==> src/verilog/opl3_phase_pkg.sv <==
package opl3_phase_pkg;

    // ------------------------------------------------------------------------
    // Widths and slot constants
    // ------------------------------------------------------------------------
    localparam int PHASE_ACC_WIDTH  = 19;    // Phase accumulator word.
    localparam int BANK_NUM_WIDTH   = 1;     // Two banks of operators.
    localparam int OP_NUM_WIDTH     = 5;     // Operator 0 to 17 within a bank.
    localparam int NUM_OPS_PER_BANK = 18;    // Operators in one bank.
    localparam int NUM_SLOTS        = 36;    // Slots visited in one sample sweep.
    localparam int SLOT_WIDTH       = 6;     // Flat index, bank * 18 + operator.
    localparam int FNUM_WIDTH       = 10;    // Frequency number.
    localparam int BLOCK_WIDTH      = 3;     // Octave block, a left shift of fnum.
    localparam int MULT_WIDTH       = 4;     // Frequency multiple code.

    // Noise generator, a right shifting Galois LFSR.
    localparam int RAND_NUM_WIDTH = 23;
    localparam logic [RAND_NUM_WIDTH-1:0] RAND_POLYNOMIAL = 23'h800302;

    // ------------------------------------------------------------------------
    // Types
    // ------------------------------------------------------------------------
    // How the rhythm section treats a slot.
    typedef enum logic [2:0] {
        OP_NORMAL,
        OP_BASS_DRUM,
        OP_HI_HAT,
        OP_TOM_TOM,
        OP_SNARE_DRUM,
        OP_TOP_CYMBAL
    } operator_t;

    // One configuration word, 17 bits.
    typedef struct packed {
        logic [FNUM_WIDTH-1:0]  fnum;     // Frequency number.
        logic [BLOCK_WIDTH-1:0] block;    // Octave, shifts fnum left.
        logic [MULT_WIDTH-1:0]  mult;     // Multiple, 0 means one half.
    } op_cfg_t;

    // The slot occupying a pipeline stage.
    typedef struct packed {
        logic                      en;          // Slot strobe for this stage.
        logic [BANK_NUM_WIDTH-1:0] bank_num;
        logic [OP_NUM_WIDTH-1:0]   op_num;
        operator_t                 op_type;     // Rhythm role of the slot.
        logic                      first;       // Bank 0 operator 0, once per sweep.
    } slot_t;

    // Subsystem result, one word per slot.
    typedef struct packed {
        logic                       valid;
        logic [BANK_NUM_WIDTH-1:0]  bank_num;
        logic [OP_NUM_WIDTH-1:0]    op_num;
        logic [PHASE_ACC_WIDTH-1:0] phase;
    } phase_out_t;

endpackage

==> src/verilog/slot_sequencer.sv <==
`timescale 1ns/100ps

module slot_sequencer (
    input  logic                                  clk,
    input  logic                                  rst_n,
    input  logic                                  sample_start,
    input  logic                                  rhythm_en,
    output opl3_phase_pkg::slot_t                 slot_p0,
    output logic [opl3_phase_pkg::SLOT_WIDTH-1:0] slot_idx
);

    logic                                    busy;        // Sweep in progress.
    logic                                    init;        // Reset sweep, no strobes.
    logic [opl3_phase_pkg::SLOT_WIDTH-1:0]   cnt;         // Flat slot counter.
    logic                                    in_bank1;    // Counter is past bank 0.
    logic [opl3_phase_pkg::OP_NUM_WIDTH-1:0] op_num;      // Operator within the bank.

    // ------------------------------------------------------------------------
    // Sweep control
    // ------------------------------------------------------------------------
    always_ff @(posedge clk) begin
        if (!rst_n) begin
            busy <= 1'b1;                        // The reset sweep runs right away.
            init <= 1'b1;
            cnt  <= '0;
        end else if (busy) begin
            if (cnt == opl3_phase_pkg::SLOT_WIDTH'(opl3_phase_pkg::NUM_SLOTS - 1)) begin
                busy <= 1'b0;                    // Last slot, back to idle.
                init <= 1'b0;
                cnt  <= '0;
            end else begin
                cnt <= cnt + 1'b1;
            end
        end else if (sample_start) begin
            busy <= 1'b1;                        // Starts are only taken while idle.
        end
    end

    assign in_bank1 = cnt >= opl3_phase_pkg::SLOT_WIDTH'(opl3_phase_pkg::NUM_OPS_PER_BANK);
    assign op_num   = in_bank1 ?
        opl3_phase_pkg::OP_NUM_WIDTH'(cnt - opl3_phase_pkg::SLOT_WIDTH'(18)) :
        opl3_phase_pkg::OP_NUM_WIDTH'(cnt);
    assign slot_idx = cnt;

    // Slot word and rhythm map, bank 0 only.
    always_comb begin
        slot_p0          = '0;
        slot_p0.en       = busy && !init;
        slot_p0.bank_num = in_bank1;
        slot_p0.op_num   = op_num;
        slot_p0.first    = slot_p0.en && (cnt == '0);
        slot_p0.op_type  = opl3_phase_pkg::OP_NORMAL;
        if (rhythm_en && !in_bank1) begin
            case (op_num)
                5'd12, 5'd15: slot_p0.op_type = opl3_phase_pkg::OP_BASS_DRUM;
                5'd13:        slot_p0.op_type = opl3_phase_pkg::OP_HI_HAT;
                5'd14:        slot_p0.op_type = opl3_phase_pkg::OP_TOM_TOM;
                5'd16:        slot_p0.op_type = opl3_phase_pkg::OP_SNARE_DRUM;
                5'd17:        slot_p0.op_type = opl3_phase_pkg::OP_TOP_CYMBAL;
                default:      slot_p0.op_type = opl3_phase_pkg::OP_NORMAL;
            endcase
        end
    end

    // Strobed slots always address the tables downstream in range.
    a_idx_range: assert property (@(posedge clk) disable iff (!rst_n)
        slot_p0.en |-> slot_idx < opl3_phase_pkg::SLOT_WIDTH'(opl3_phase_pkg::NUM_SLOTS))
        else $error("slot_idx %0d out of range", slot_idx);

endmodule

==> src/verilog/op_config_regs.sv <==
`timescale 1ns/100ps

module op_config_regs (
    input  logic                                  clk,
    input  logic                                  rst_n,
    input  logic                                  cfg_wr,
    input  logic [opl3_phase_pkg::SLOT_WIDTH-1:0] cfg_slot,
    input  opl3_phase_pkg::op_cfg_t               cfg_word,
    input  logic [opl3_phase_pkg::SLOT_WIDTH-1:0] rd_slot,
    output opl3_phase_pkg::op_cfg_t               rd_cfg
);

    // One configuration word per slot.
    opl3_phase_pkg::op_cfg_t cfg_mem [opl3_phase_pkg::NUM_SLOTS];

    always_ff @(posedge clk) begin
        if (!rst_n) begin
            for (int i = 0; i < opl3_phase_pkg::NUM_SLOTS; i++) begin
                cfg_mem[i] <= '0;                // Every slot starts silent.
            end
        end else if (cfg_wr &&
                     cfg_slot < opl3_phase_pkg::SLOT_WIDTH'(opl3_phase_pkg::NUM_SLOTS)) begin
            cfg_mem[cfg_slot] <= cfg_word;
        end
    end

    // Registered read, data is there one cycle after rd_slot.
    always_ff @(posedge clk) begin
        if (cfg_wr && cfg_slot == rd_slot) begin
            rd_cfg <= cfg_word;                  // Same cycle write wins over the table.
        end else begin
            rd_cfg <= cfg_mem[rd_slot];
        end
    end

    a_cfg_slot: assert property (@(posedge clk) disable iff (!rst_n)
        cfg_wr |-> cfg_slot < opl3_phase_pkg::SLOT_WIDTH'(opl3_phase_pkg::NUM_SLOTS))
        else $error("cfg_slot %0d out of range", cfg_slot);

endmodule

==> src/verilog/phase_accumulator.sv <==
`timescale 1ns/100ps

module phase_accumulator (
    input  logic                                       clk,
    input  logic                                       rst_n,
    input  opl3_phase_pkg::slot_t                      slot_p0,
    input  logic [opl3_phase_pkg::SLOT_WIDTH-1:0]      slot_idx,
    input  opl3_phase_pkg::op_cfg_t                    cfg_p1,
    output opl3_phase_pkg::slot_t                      slot_p2,
    output logic [opl3_phase_pkg::PHASE_ACC_WIDTH-1:0] phase_acc_p2
);

    logic [opl3_phase_pkg::PHASE_ACC_WIDTH-1:0] phase_mem [opl3_phase_pkg::NUM_SLOTS];

    logic                                       clearing;    // Reset sweep of phase_mem.
    logic [opl3_phase_pkg::SLOT_WIDTH-1:0]      clr_cnt;
    opl3_phase_pkg::slot_t                      slot_p1;
    logic [opl3_phase_pkg::SLOT_WIDTH-1:0]      idx_p1;
    logic [opl3_phase_pkg::SLOT_WIDTH-1:0]      idx_p2;      // Write back address.
    logic [opl3_phase_pkg::PHASE_ACC_WIDTH-1:0] phase_p1;    // Stored phase.
    logic [opl3_phase_pkg::PHASE_ACC_WIDTH-1:0] phase_p2;
    logic [opl3_phase_pkg::PHASE_ACC_WIDTH-1:0] shifted_p1;  // fnum << block.
    logic [opl3_phase_pkg::PHASE_ACC_WIDTH-1:0] inc_p1;
    logic [opl3_phase_pkg::PHASE_ACC_WIDTH-1:0] inc_p2;

    // ------------------------------------------------------------------------
    // Control, slot strobes and the reset sweep
    // ------------------------------------------------------------------------
    always_ff @(posedge clk) begin
        if (!rst_n) begin
            slot_p1  <= '0;
            slot_p2  <= '0;
            clearing <= 1'b1;                    // Runs in step with the sequencer.
            clr_cnt  <= '0;
        end else begin
            slot_p1 <= slot_p0;
            slot_p2 <= slot_p1;
            if (clearing) begin
                clr_cnt <= clr_cnt + 1'b1;
                if (clr_cnt == opl3_phase_pkg::SLOT_WIDTH'(opl3_phase_pkg::NUM_SLOTS - 1)) begin
                    clearing <= 1'b0;
                end
            end
        end
    end

    // ------------------------------------------------------------------------
    // Datapath
    // ------------------------------------------------------------------------
    // p1, increment from the configuration read in p0.
    assign shifted_p1 = opl3_phase_pkg::PHASE_ACC_WIDTH'(cfg_p1.fnum) << cfg_p1.block;
    assign inc_p1     = (cfg_p1.mult == '0) ? shifted_p1 >> 1 :
                        opl3_phase_pkg::PHASE_ACC_WIDTH'(shifted_p1 * cfg_p1.mult);

    always_ff @(posedge clk) begin
        idx_p1   <= slot_idx;
        phase_p1 <= phase_mem[slot_idx];         // Read in p0, held in p1.
        idx_p2   <= idx_p1;
        phase_p2 <= phase_p1;
        inc_p2   <= inc_p1;
    end

    // p2, the add wraps at 2^19 by width.
    assign phase_acc_p2 = phase_p2 + inc_p2;

    always_ff @(posedge clk) begin
        if (clearing) begin
            phase_mem[clr_cnt] <= '0;
        end else if (slot_p2.en) begin
            phase_mem[idx_p2] <= phase_acc_p2;   // Ready long before the next sweep.
        end
    end

    a_p2_follows_p0: assert property (@(posedge clk) disable iff (!rst_n)
        slot_p0.en |-> ##2 slot_p2.en)
        else $error("p2 strobe missing two cycles after p0");

endmodule

==> src/verilog/calc_rhythm_phase.sv <==
`timescale 1ns/100ps

module calc_rhythm_phase (
    input  logic                                       clk,
    input  logic                                       rst_n,
    input  opl3_phase_pkg::slot_t                      slot_p2,
    input  logic [opl3_phase_pkg::PHASE_ACC_WIDTH-1:0] phase_acc_p2,
    output opl3_phase_pkg::phase_out_t                 result
);

    // Rhythm shaping works on the upper 9 bits of the phase.
    logic [opl3_phase_pkg::PHASE_ACC_WIDTH-11:0] upper_p2;
    logic [opl3_phase_pkg::PHASE_ACC_WIDTH-11:0] hh_phase;    // Latched at the hi hat.
    logic [opl3_phase_pkg::PHASE_ACC_WIDTH-11:0] tc_phase;    // Latched at the top cymbal.
    logic [opl3_phase_pkg::PHASE_ACC_WIDTH-11:0] friend_p2;
    logic [opl3_phase_pkg::RAND_NUM_WIDTH-1:0]   rand_num;    // Noise register.
    logic                                        noise_bit;
    logic                                        phase_bit_p2;
    logic [opl3_phase_pkg::PHASE_ACC_WIDTH-1:0]  rhythm_phase_p2;

    assign upper_p2  = phase_acc_p2[opl3_phase_pkg::PHASE_ACC_WIDTH-1:10];
    assign noise_bit = rand_num[0];

    // The hi hat and top cymbal each take the other's phase.
    assign friend_p2 = (slot_p2.op_type == opl3_phase_pkg::OP_HI_HAT) ? tc_phase : hh_phase;

    always_ff @(posedge clk) begin
        if (!rst_n) begin
            hh_phase <= '0;
            tc_phase <= '0;
        end else if (slot_p2.en) begin
            if (slot_p2.op_type == opl3_phase_pkg::OP_HI_HAT) begin
                hh_phase <= upper_p2;            // Same sweep for the cymbal.
            end
            if (slot_p2.op_type == opl3_phase_pkg::OP_TOP_CYMBAL) begin
                tc_phase <= upper_p2;            // Hi hat sees it one sweep later.
            end
        end
    end

    // ------------------------------------------------------------------------
    // Bit mixing
    // ------------------------------------------------------------------------
    // Own bits 7 xor 2 and bit 3, friend bits 5 xor 3.
    assign phase_bit_p2 = (upper_p2[7] ^ upper_p2[2]) | upper_p2[3] |
                          (friend_p2[5] ^ friend_p2[3]);

    always_comb begin
        rhythm_phase_p2 = phase_acc_p2;          // Melodic slots pass through.
        case (slot_p2.op_type)
            opl3_phase_pkg::OP_HI_HAT: begin
                // 34 or D0 below the mixed bit, noise picks the pattern.
                rhythm_phase_p2 = {phase_bit_p2,
                                   8'h34 << {phase_bit_p2 ^ noise_bit, 1'b0}, 10'h000};
            end
            opl3_phase_pkg::OP_SNARE_DRUM: begin
                // Bit 8 is the inverse of its own bit 8, flipped by noise.
                rhythm_phase_p2 = {(9'h100 + {upper_p2[8], 8'h00}) ^ {noise_bit, 8'h00},
                                   10'h000};
            end
            opl3_phase_pkg::OP_TOP_CYMBAL: begin
                rhythm_phase_p2 = {phase_bit_p2, 8'h80, 10'h000};
            end
            default: begin
                rhythm_phase_p2 = phase_acc_p2;
            end
        endcase
    end

    // ------------------------------------------------------------------------
    // Noise and output register
    // ------------------------------------------------------------------------
    always_ff @(posedge clk) begin
        if (!rst_n) begin
            rand_num <= opl3_phase_pkg::RAND_NUM_WIDTH'(1);
        end else if (slot_p2.en && slot_p2.first) begin
            // One step per sample.
            rand_num <= rand_num[0] ? (rand_num ^ opl3_phase_pkg::RAND_POLYNOMIAL) >> 1 :
                                      rand_num >> 1;
        end
    end

    always_ff @(posedge clk) begin
        if (!rst_n) begin
            result <= '0;
        end else begin
            result.valid    <= slot_p2.en;
            result.bank_num <= slot_p2.bank_num;
            result.op_num   <= slot_p2.op_num;
            result.phase    <= rhythm_phase_p2;
        end
    end

    // The sequencer only marks percussion slots in bank 0.
    a_rhythm_bank0: assert property (@(posedge clk) disable iff (!rst_n)
        slot_p2.en && slot_p2.op_type != opl3_phase_pkg::OP_NORMAL |-> slot_p2.bank_num == '0)
        else $error("rhythm type in bank %0d", slot_p2.bank_num);

endmodule

==> src/verilog/opl3_phase_top.sv <==
`timescale 1ns/100ps

module opl3_phase_top (
    input  logic                                  clk,
    input  logic                                  rst_n,
    input  logic                                  sample_start,   // One pulse per sample.
    input  logic                                  rhythm_en,
    input  logic                                  cfg_wr,
    input  logic [opl3_phase_pkg::SLOT_WIDTH-1:0] cfg_slot,
    input  opl3_phase_pkg::op_cfg_t               cfg_word,
    output opl3_phase_pkg::phase_out_t            result          // Three cycles after p0.
);

    opl3_phase_pkg::slot_t                      slot_p0;
    opl3_phase_pkg::slot_t                      slot_p2;
    logic [opl3_phase_pkg::SLOT_WIDTH-1:0]      slot_idx;
    opl3_phase_pkg::op_cfg_t                    cfg_p1;
    logic [opl3_phase_pkg::PHASE_ACC_WIDTH-1:0] phase_acc_p2;

    slot_sequencer u_slot_sequencer (
        .clk          (clk),
        .rst_n        (rst_n),
        .sample_start (sample_start),
        .rhythm_en    (rhythm_en),
        .slot_p0      (slot_p0),
        .slot_idx     (slot_idx)
    );

    // The sweep reads the configuration in p0 for use in p1.
    op_config_regs u_op_config_regs (
        .clk      (clk),
        .rst_n    (rst_n),
        .cfg_wr   (cfg_wr),
        .cfg_slot (cfg_slot),
        .cfg_word (cfg_word),
        .rd_slot  (slot_idx),
        .rd_cfg   (cfg_p1)
    );

    phase_accumulator u_phase_accumulator (
        .clk          (clk),
        .rst_n        (rst_n),
        .slot_p0      (slot_p0),
        .slot_idx     (slot_idx),
        .cfg_p1       (cfg_p1),
        .slot_p2      (slot_p2),
        .phase_acc_p2 (phase_acc_p2)
    );

    calc_rhythm_phase u_calc_rhythm_phase (
        .clk          (clk),
        .rst_n        (rst_n),
        .slot_p2      (slot_p2),
        .phase_acc_p2 (phase_acc_p2),
        .result       (result)
    );

endmodule

==> config.mk <==
export PLATFORM = sky130hd
export DESIGN_NAME = opl3_phase_top
export DESIGN_NICKNAME = d
export VERILOG_FILES = /design/src/verilog/opl3_phase_pkg.sv /design/src/verilog/slot_sequencer.sv /design/src/verilog/op_config_regs.sv /design/src/verilog/phase_accumulator.sv /design/src/verilog/calc_rhythm_phase.sv /design/src/verilog/opl3_phase_top.sv
export SDC_FILE = /design/constraint.sdc
export NUM_CORES = 2
export LEC_CHECK = 0
export BUFFER_PORTS_ARGS = -buffer_cell sky130_fd_sc_hd__buf_2
export CAP_MARGIN = 0
export CORE_ASPECT_RATIO = 2
export CORE_UTILIZATION = 59
export CTS_BUF_LIST = sky130_fd_sc_hd__clkbuf_4
export CTS_CLUSTER_DIAMETER = 80
export DETAILED_ROUTE_END_ITERATION = 8
export PLACE_DENSITY = 0.78
export REMOVE_ABC_BUFFERS = 1
export SLEW_MARGIN = 20
export SYNTH_ARGS = -nofsm -noshare
export SYNTH_HDL_FRONTEND = slang
export SYNTH_SLANG_ARGS = --single-unit
==> constraint.sdc <==
create_clock -name clk -period 4.55 [get_ports clk]
set_clock_uncertainty 0.1 [all_clocks]
set_input_delay 0.455 -clock clk [delete_from_list [all_inputs] [get_ports clk]]
set_output_delay 0.455 -clock clk [all_outputs]
set_load 0.1 [all_outputs]
==> results.toml <==
[outcome]
status = "completed"

[timing]
setup_viol = 0
drv_slew = 0
hold_violations = 0
post-route-period-util_pct = 97.8
period_needed_ns = 4.45
fin_hold_ws_ns = 0.117
max_freq_mhz = 225
max_slew_margin_pct = 24.0
tightest_slew_ns = 1.14

[clock_tree]
cts_sinks = 1940
htree_levels = 5
cts_buffers = 408
root_buffer = "clkbuf_4"
cts_max_path_buffers = 4
cts_tree = "yes"
insertion_delay_ns = 1.17
clk_pin_slew_ns = 0.08

[placement]
placed_area_sq_um = 85900
gp_congestion = 0.931
io_buffers = 53
dpl.hpwl_mm = 126
dp.cells = 6636

[yosys]
synthArstFlopShare_pct = 0
post_synth_num_cell_types = 69
netlist_top_cells_area = "edfxtp_1 66%, mux4_2 15%, and2_1 5.1%"
post-synth-top-count-cell = "edfxtp_1"
synth_top_area_share_pct = 66.3
ys_warn_count = 0
synth_common_cells = "1772 x edfxtp_1, 656 x and2_1, 528 x mux4_2"
synth_area_sq_um = 80300
seq_area_frac_synth_pct = 70.4
synth_top_area_cell = "edfxtp_1"
synth_seq_cells = 1940
synth_ff_type = "edfxtp_1"
synth_cells = 4404
syn_avg_cell_area_sq_um = 18.2
synth_edf_count = 1772

[floorplanning]
num_rows = 191
die_h_um = 524
die_x_um = 263
ioPinCount = 54
coreArea_sq_um = 135000
start_util_pct = 59.4
dieArea_sq_um = 138000

[finish]
post_route_cells_drive_above_1_share_pct = 28.7
finish.instance_area_sq_um = 91500
fin_cells = 7398
fin_util_pct = 67.7
area_delta_synth_final_pct = 13.9
fin_nets = 5444

[detailed_routing]
viasPerCell = 5.89
postRouteAntennaNets = 0
drc = 0
first_iter_violations = 3148
wl_mm = 192
wl_per_cell_um = 25.9
via_count = 43600
first_pass_iters = 7

[global_routing]
grt_overflow = 0
antenna_found_initial = 13
grt_first_pass_wirelength_mm = 282
track_usage_pct = 28.4
grt_max_degree = 66
grt_pass1_vias = 46200

[setup_path]
worstPathCellList = "buf_12 > mux2i_4 > mux2_4 > buf_4 > nor2_4 > nand2_1 > fa_1 > inv_1 > fa_1 > ha_1 > a21o_1 > a21o_1 > a21oi_2 > o21ai_1 > buf_4 > a2111oi_2 > buf_4 > nor3_1 > nor3_1"
crit_required_ns = 5.52
crit_buf_inv = 5
critPathMaxFanout = 6
critPathTopFamily = "adder cells"
worst_setup_path_end_kind = "register"
path_depth = 19
cpMostUsedCell = "buf_4"
crit_type = "register to register"
critPathMaxStageDelay_ns = 0.55
critical_path.slowest_cell = "fa_1"
worst-endpoint-arrival_ns = 5.41
start_kind = "register"
rr_worst_depth = 19

[pwr]
combPwrFrac_pct = 16.5
p_int_mw = 29.3
p_clk_share_pct = 31.7
seqPwrFrac_pct = 51.8
total_power_mw = 40.1
leakage_nw = 31.1
ir_drop_uv = 495
p_sw_share_pct = 27.0
netSwitchingPower_mw = 10.8
power_density_nw_per_um2 = 438

[hold_path]
whs_path_depth = 4
hp-class = "input pin to register"

[job]
max_cap_violations = 0
worst paths after layout:
path | from | end | slack (ns)
setup reg to reg | u_op_config_regs.rd_cfg[4]$_DFF_P_ | u_phase_accumulator.inc_p2[15]$_DFF_P_ | 0.10
setup / recovery | u_op_config_regs.rd_cfg[4]$_DFF_P_ | u_phase_accumulator.inc_p2[15]$_DFF_P_ | 0.10
hold / removal | cfg_slot[1] | u_op_config_regs.cfg_mem[29][7]$_SDFFCE_PN0P_ | 0.12
hold reg to reg | u_phase_accumulator.phase_p1[14]$_DFF_P_ | u_phase_accumulator.phase_p2[14]$_DFF_P_ | 0.22
state kept, by name, indices dropped and copies added, names as in the netlist, named ones only:
register / cells
u_slot_sequencer.busy: 1
u_calc_rhythm_phase.result: 26
u_phase_accumulator.slot_p1: 11
u_phase_accumulator.slot_p2: 11
u_slot_sequencer.slot_idx: 6
u_calc_rhythm_phase.tc_phase: 2
u_phase_accumulator.idx_p2: 6
u_phase_accumulator.idx_p1: 6
u_phase_accumulator.phase_p2: 19
u_calc_rhythm_phase.hh_phase: 2
u_calc_rhythm_phase.rand_num: 9
u_phase_accumulator.phase_mem: 684
u_slot_sequencer.init: 1
u_phase_accumulator.inc_p2: 19
u_op_config_regs.cfg_mem: 1088
u_phase_accumulator.clr_cnt: 6
u_op_config_regs.rd_cfg: 17
u_phase_accumulator.clearing: 1
u_phase_accumulator.phase_p1: 19
power groups by stage:
stage	Sequential (mW)	Clock, mW	Combinational (mW)
3_3_place_gp	21.1	0	6.21
4_1_cts	20.8	13.0	6.39
2_1_floorplan	21.6	0	3.95
5_1_grt	20.8	13.8	7.06
3_5_place_dp	21.2	0	6.31
6_report	20.8	12.7	6.60
per-stage QoR:
stage	setup slack, ns	TNS, ns
6_report	0.102	0
5_1_grt	-0.0842	-0.118
4_1_cts	0.000982	0
3_5_place_dp	-0.388	-1.59
3_3_place_gp	-0.281	-1.02
2_1_floorplan	-8.59	-351.58
what timing repair did:
item / 4_1_cts / 5_1_grt
setup buffers: 0 / 7
hold endpoints to repair: 636 / 0
hold buffers: 24 / 0
pin swaps: 1 / 6
resized for setup: 10 / 26
setup endpoints to repair: 8 / 8
layout by cell type, fill, tap and decap left out, types with 17 or more instances in the layout:
master         Yosys  layout
edfxtp_1        1772    1772
and2_1           656     656
clkbuf_4           0     603
mux4_2           528     528
conb_1             1     476
buf_4              1     225
dfxtp_1          168     155
nand2_1          117     117
nor2_1           167     112
mux2i_1           80      76
clkinv_1           1      76
inv_1             68      68
a21oi_1           67      63
buf_2             38      51
ha_1              44      43
o21ai_1           33      42
nor2_2             0      41
nor2b_1           35      34
fa_1              31      30
o21ai_2            0      29
buf_12             0      27
xor2_1            24      24
dlygate4sd3_1      0      24
mux2_2            24      22
nand2b_1          22      22
xnor2_1           22      22
o22ai_1           20      20
o21ai_0           59      19
o211ai_1          18      18
clkinv_2           0      17
cell type report:
class | count | area [sq um]
well taps | 1737 | 2170
flip-flops and latches | 1940 | 56600
inverters | 69 | 259
diodes | 13 | 32.5
fillers | 8896 | 43800
clock inverters | 114 | 582
clock buffers | 603 | 4530
repair buffers | 327 | 2730
multi-input cells | 2595 | 24600
worst min-delay path, cell delays in order:
cell and delay (ns):
buf_2 0.17, nor2b_1 0.08, nand2_1 0.32, o21ai_2 0.16
layer usage:
| metal | vias to the layer above | GRT usage [%] | share of wire, % |
|---|---|---|---|
| li1 | 18900 | - | - |
| met1 | 22200 | 28.0 | 31 |
| met2 | 1901 | 53.6 | 56 |
| met3 | 626 | 4.68 | 5.7 |
| met4 | 10 | 20.2 | 7.5 |
| met5 | - | 0 | 0.041 |
logic make-up (layout without fill, tap and decap cells):
logic type | after synthesis | after routing | share of synthesized area, %
AND/OR/NAND/NOR | 1085 | 1085 | 7.59
AO/OA/AOI/OAI | 281 | 281 | 2.12
buffers and inverters | 344 | 1113 | 1.75
other | 1 | 489 | 0.00467
adder cells (fa/ha/maj) | 75 | 75 | 1.46
flip-flops | 1940 | 1940 | 70.4
multiplexers | 632 | 632 | 16.1
XOR/XNOR | 46 | 46 | 0.502
No activity file was read; power rests on OpenSTA's default activity.
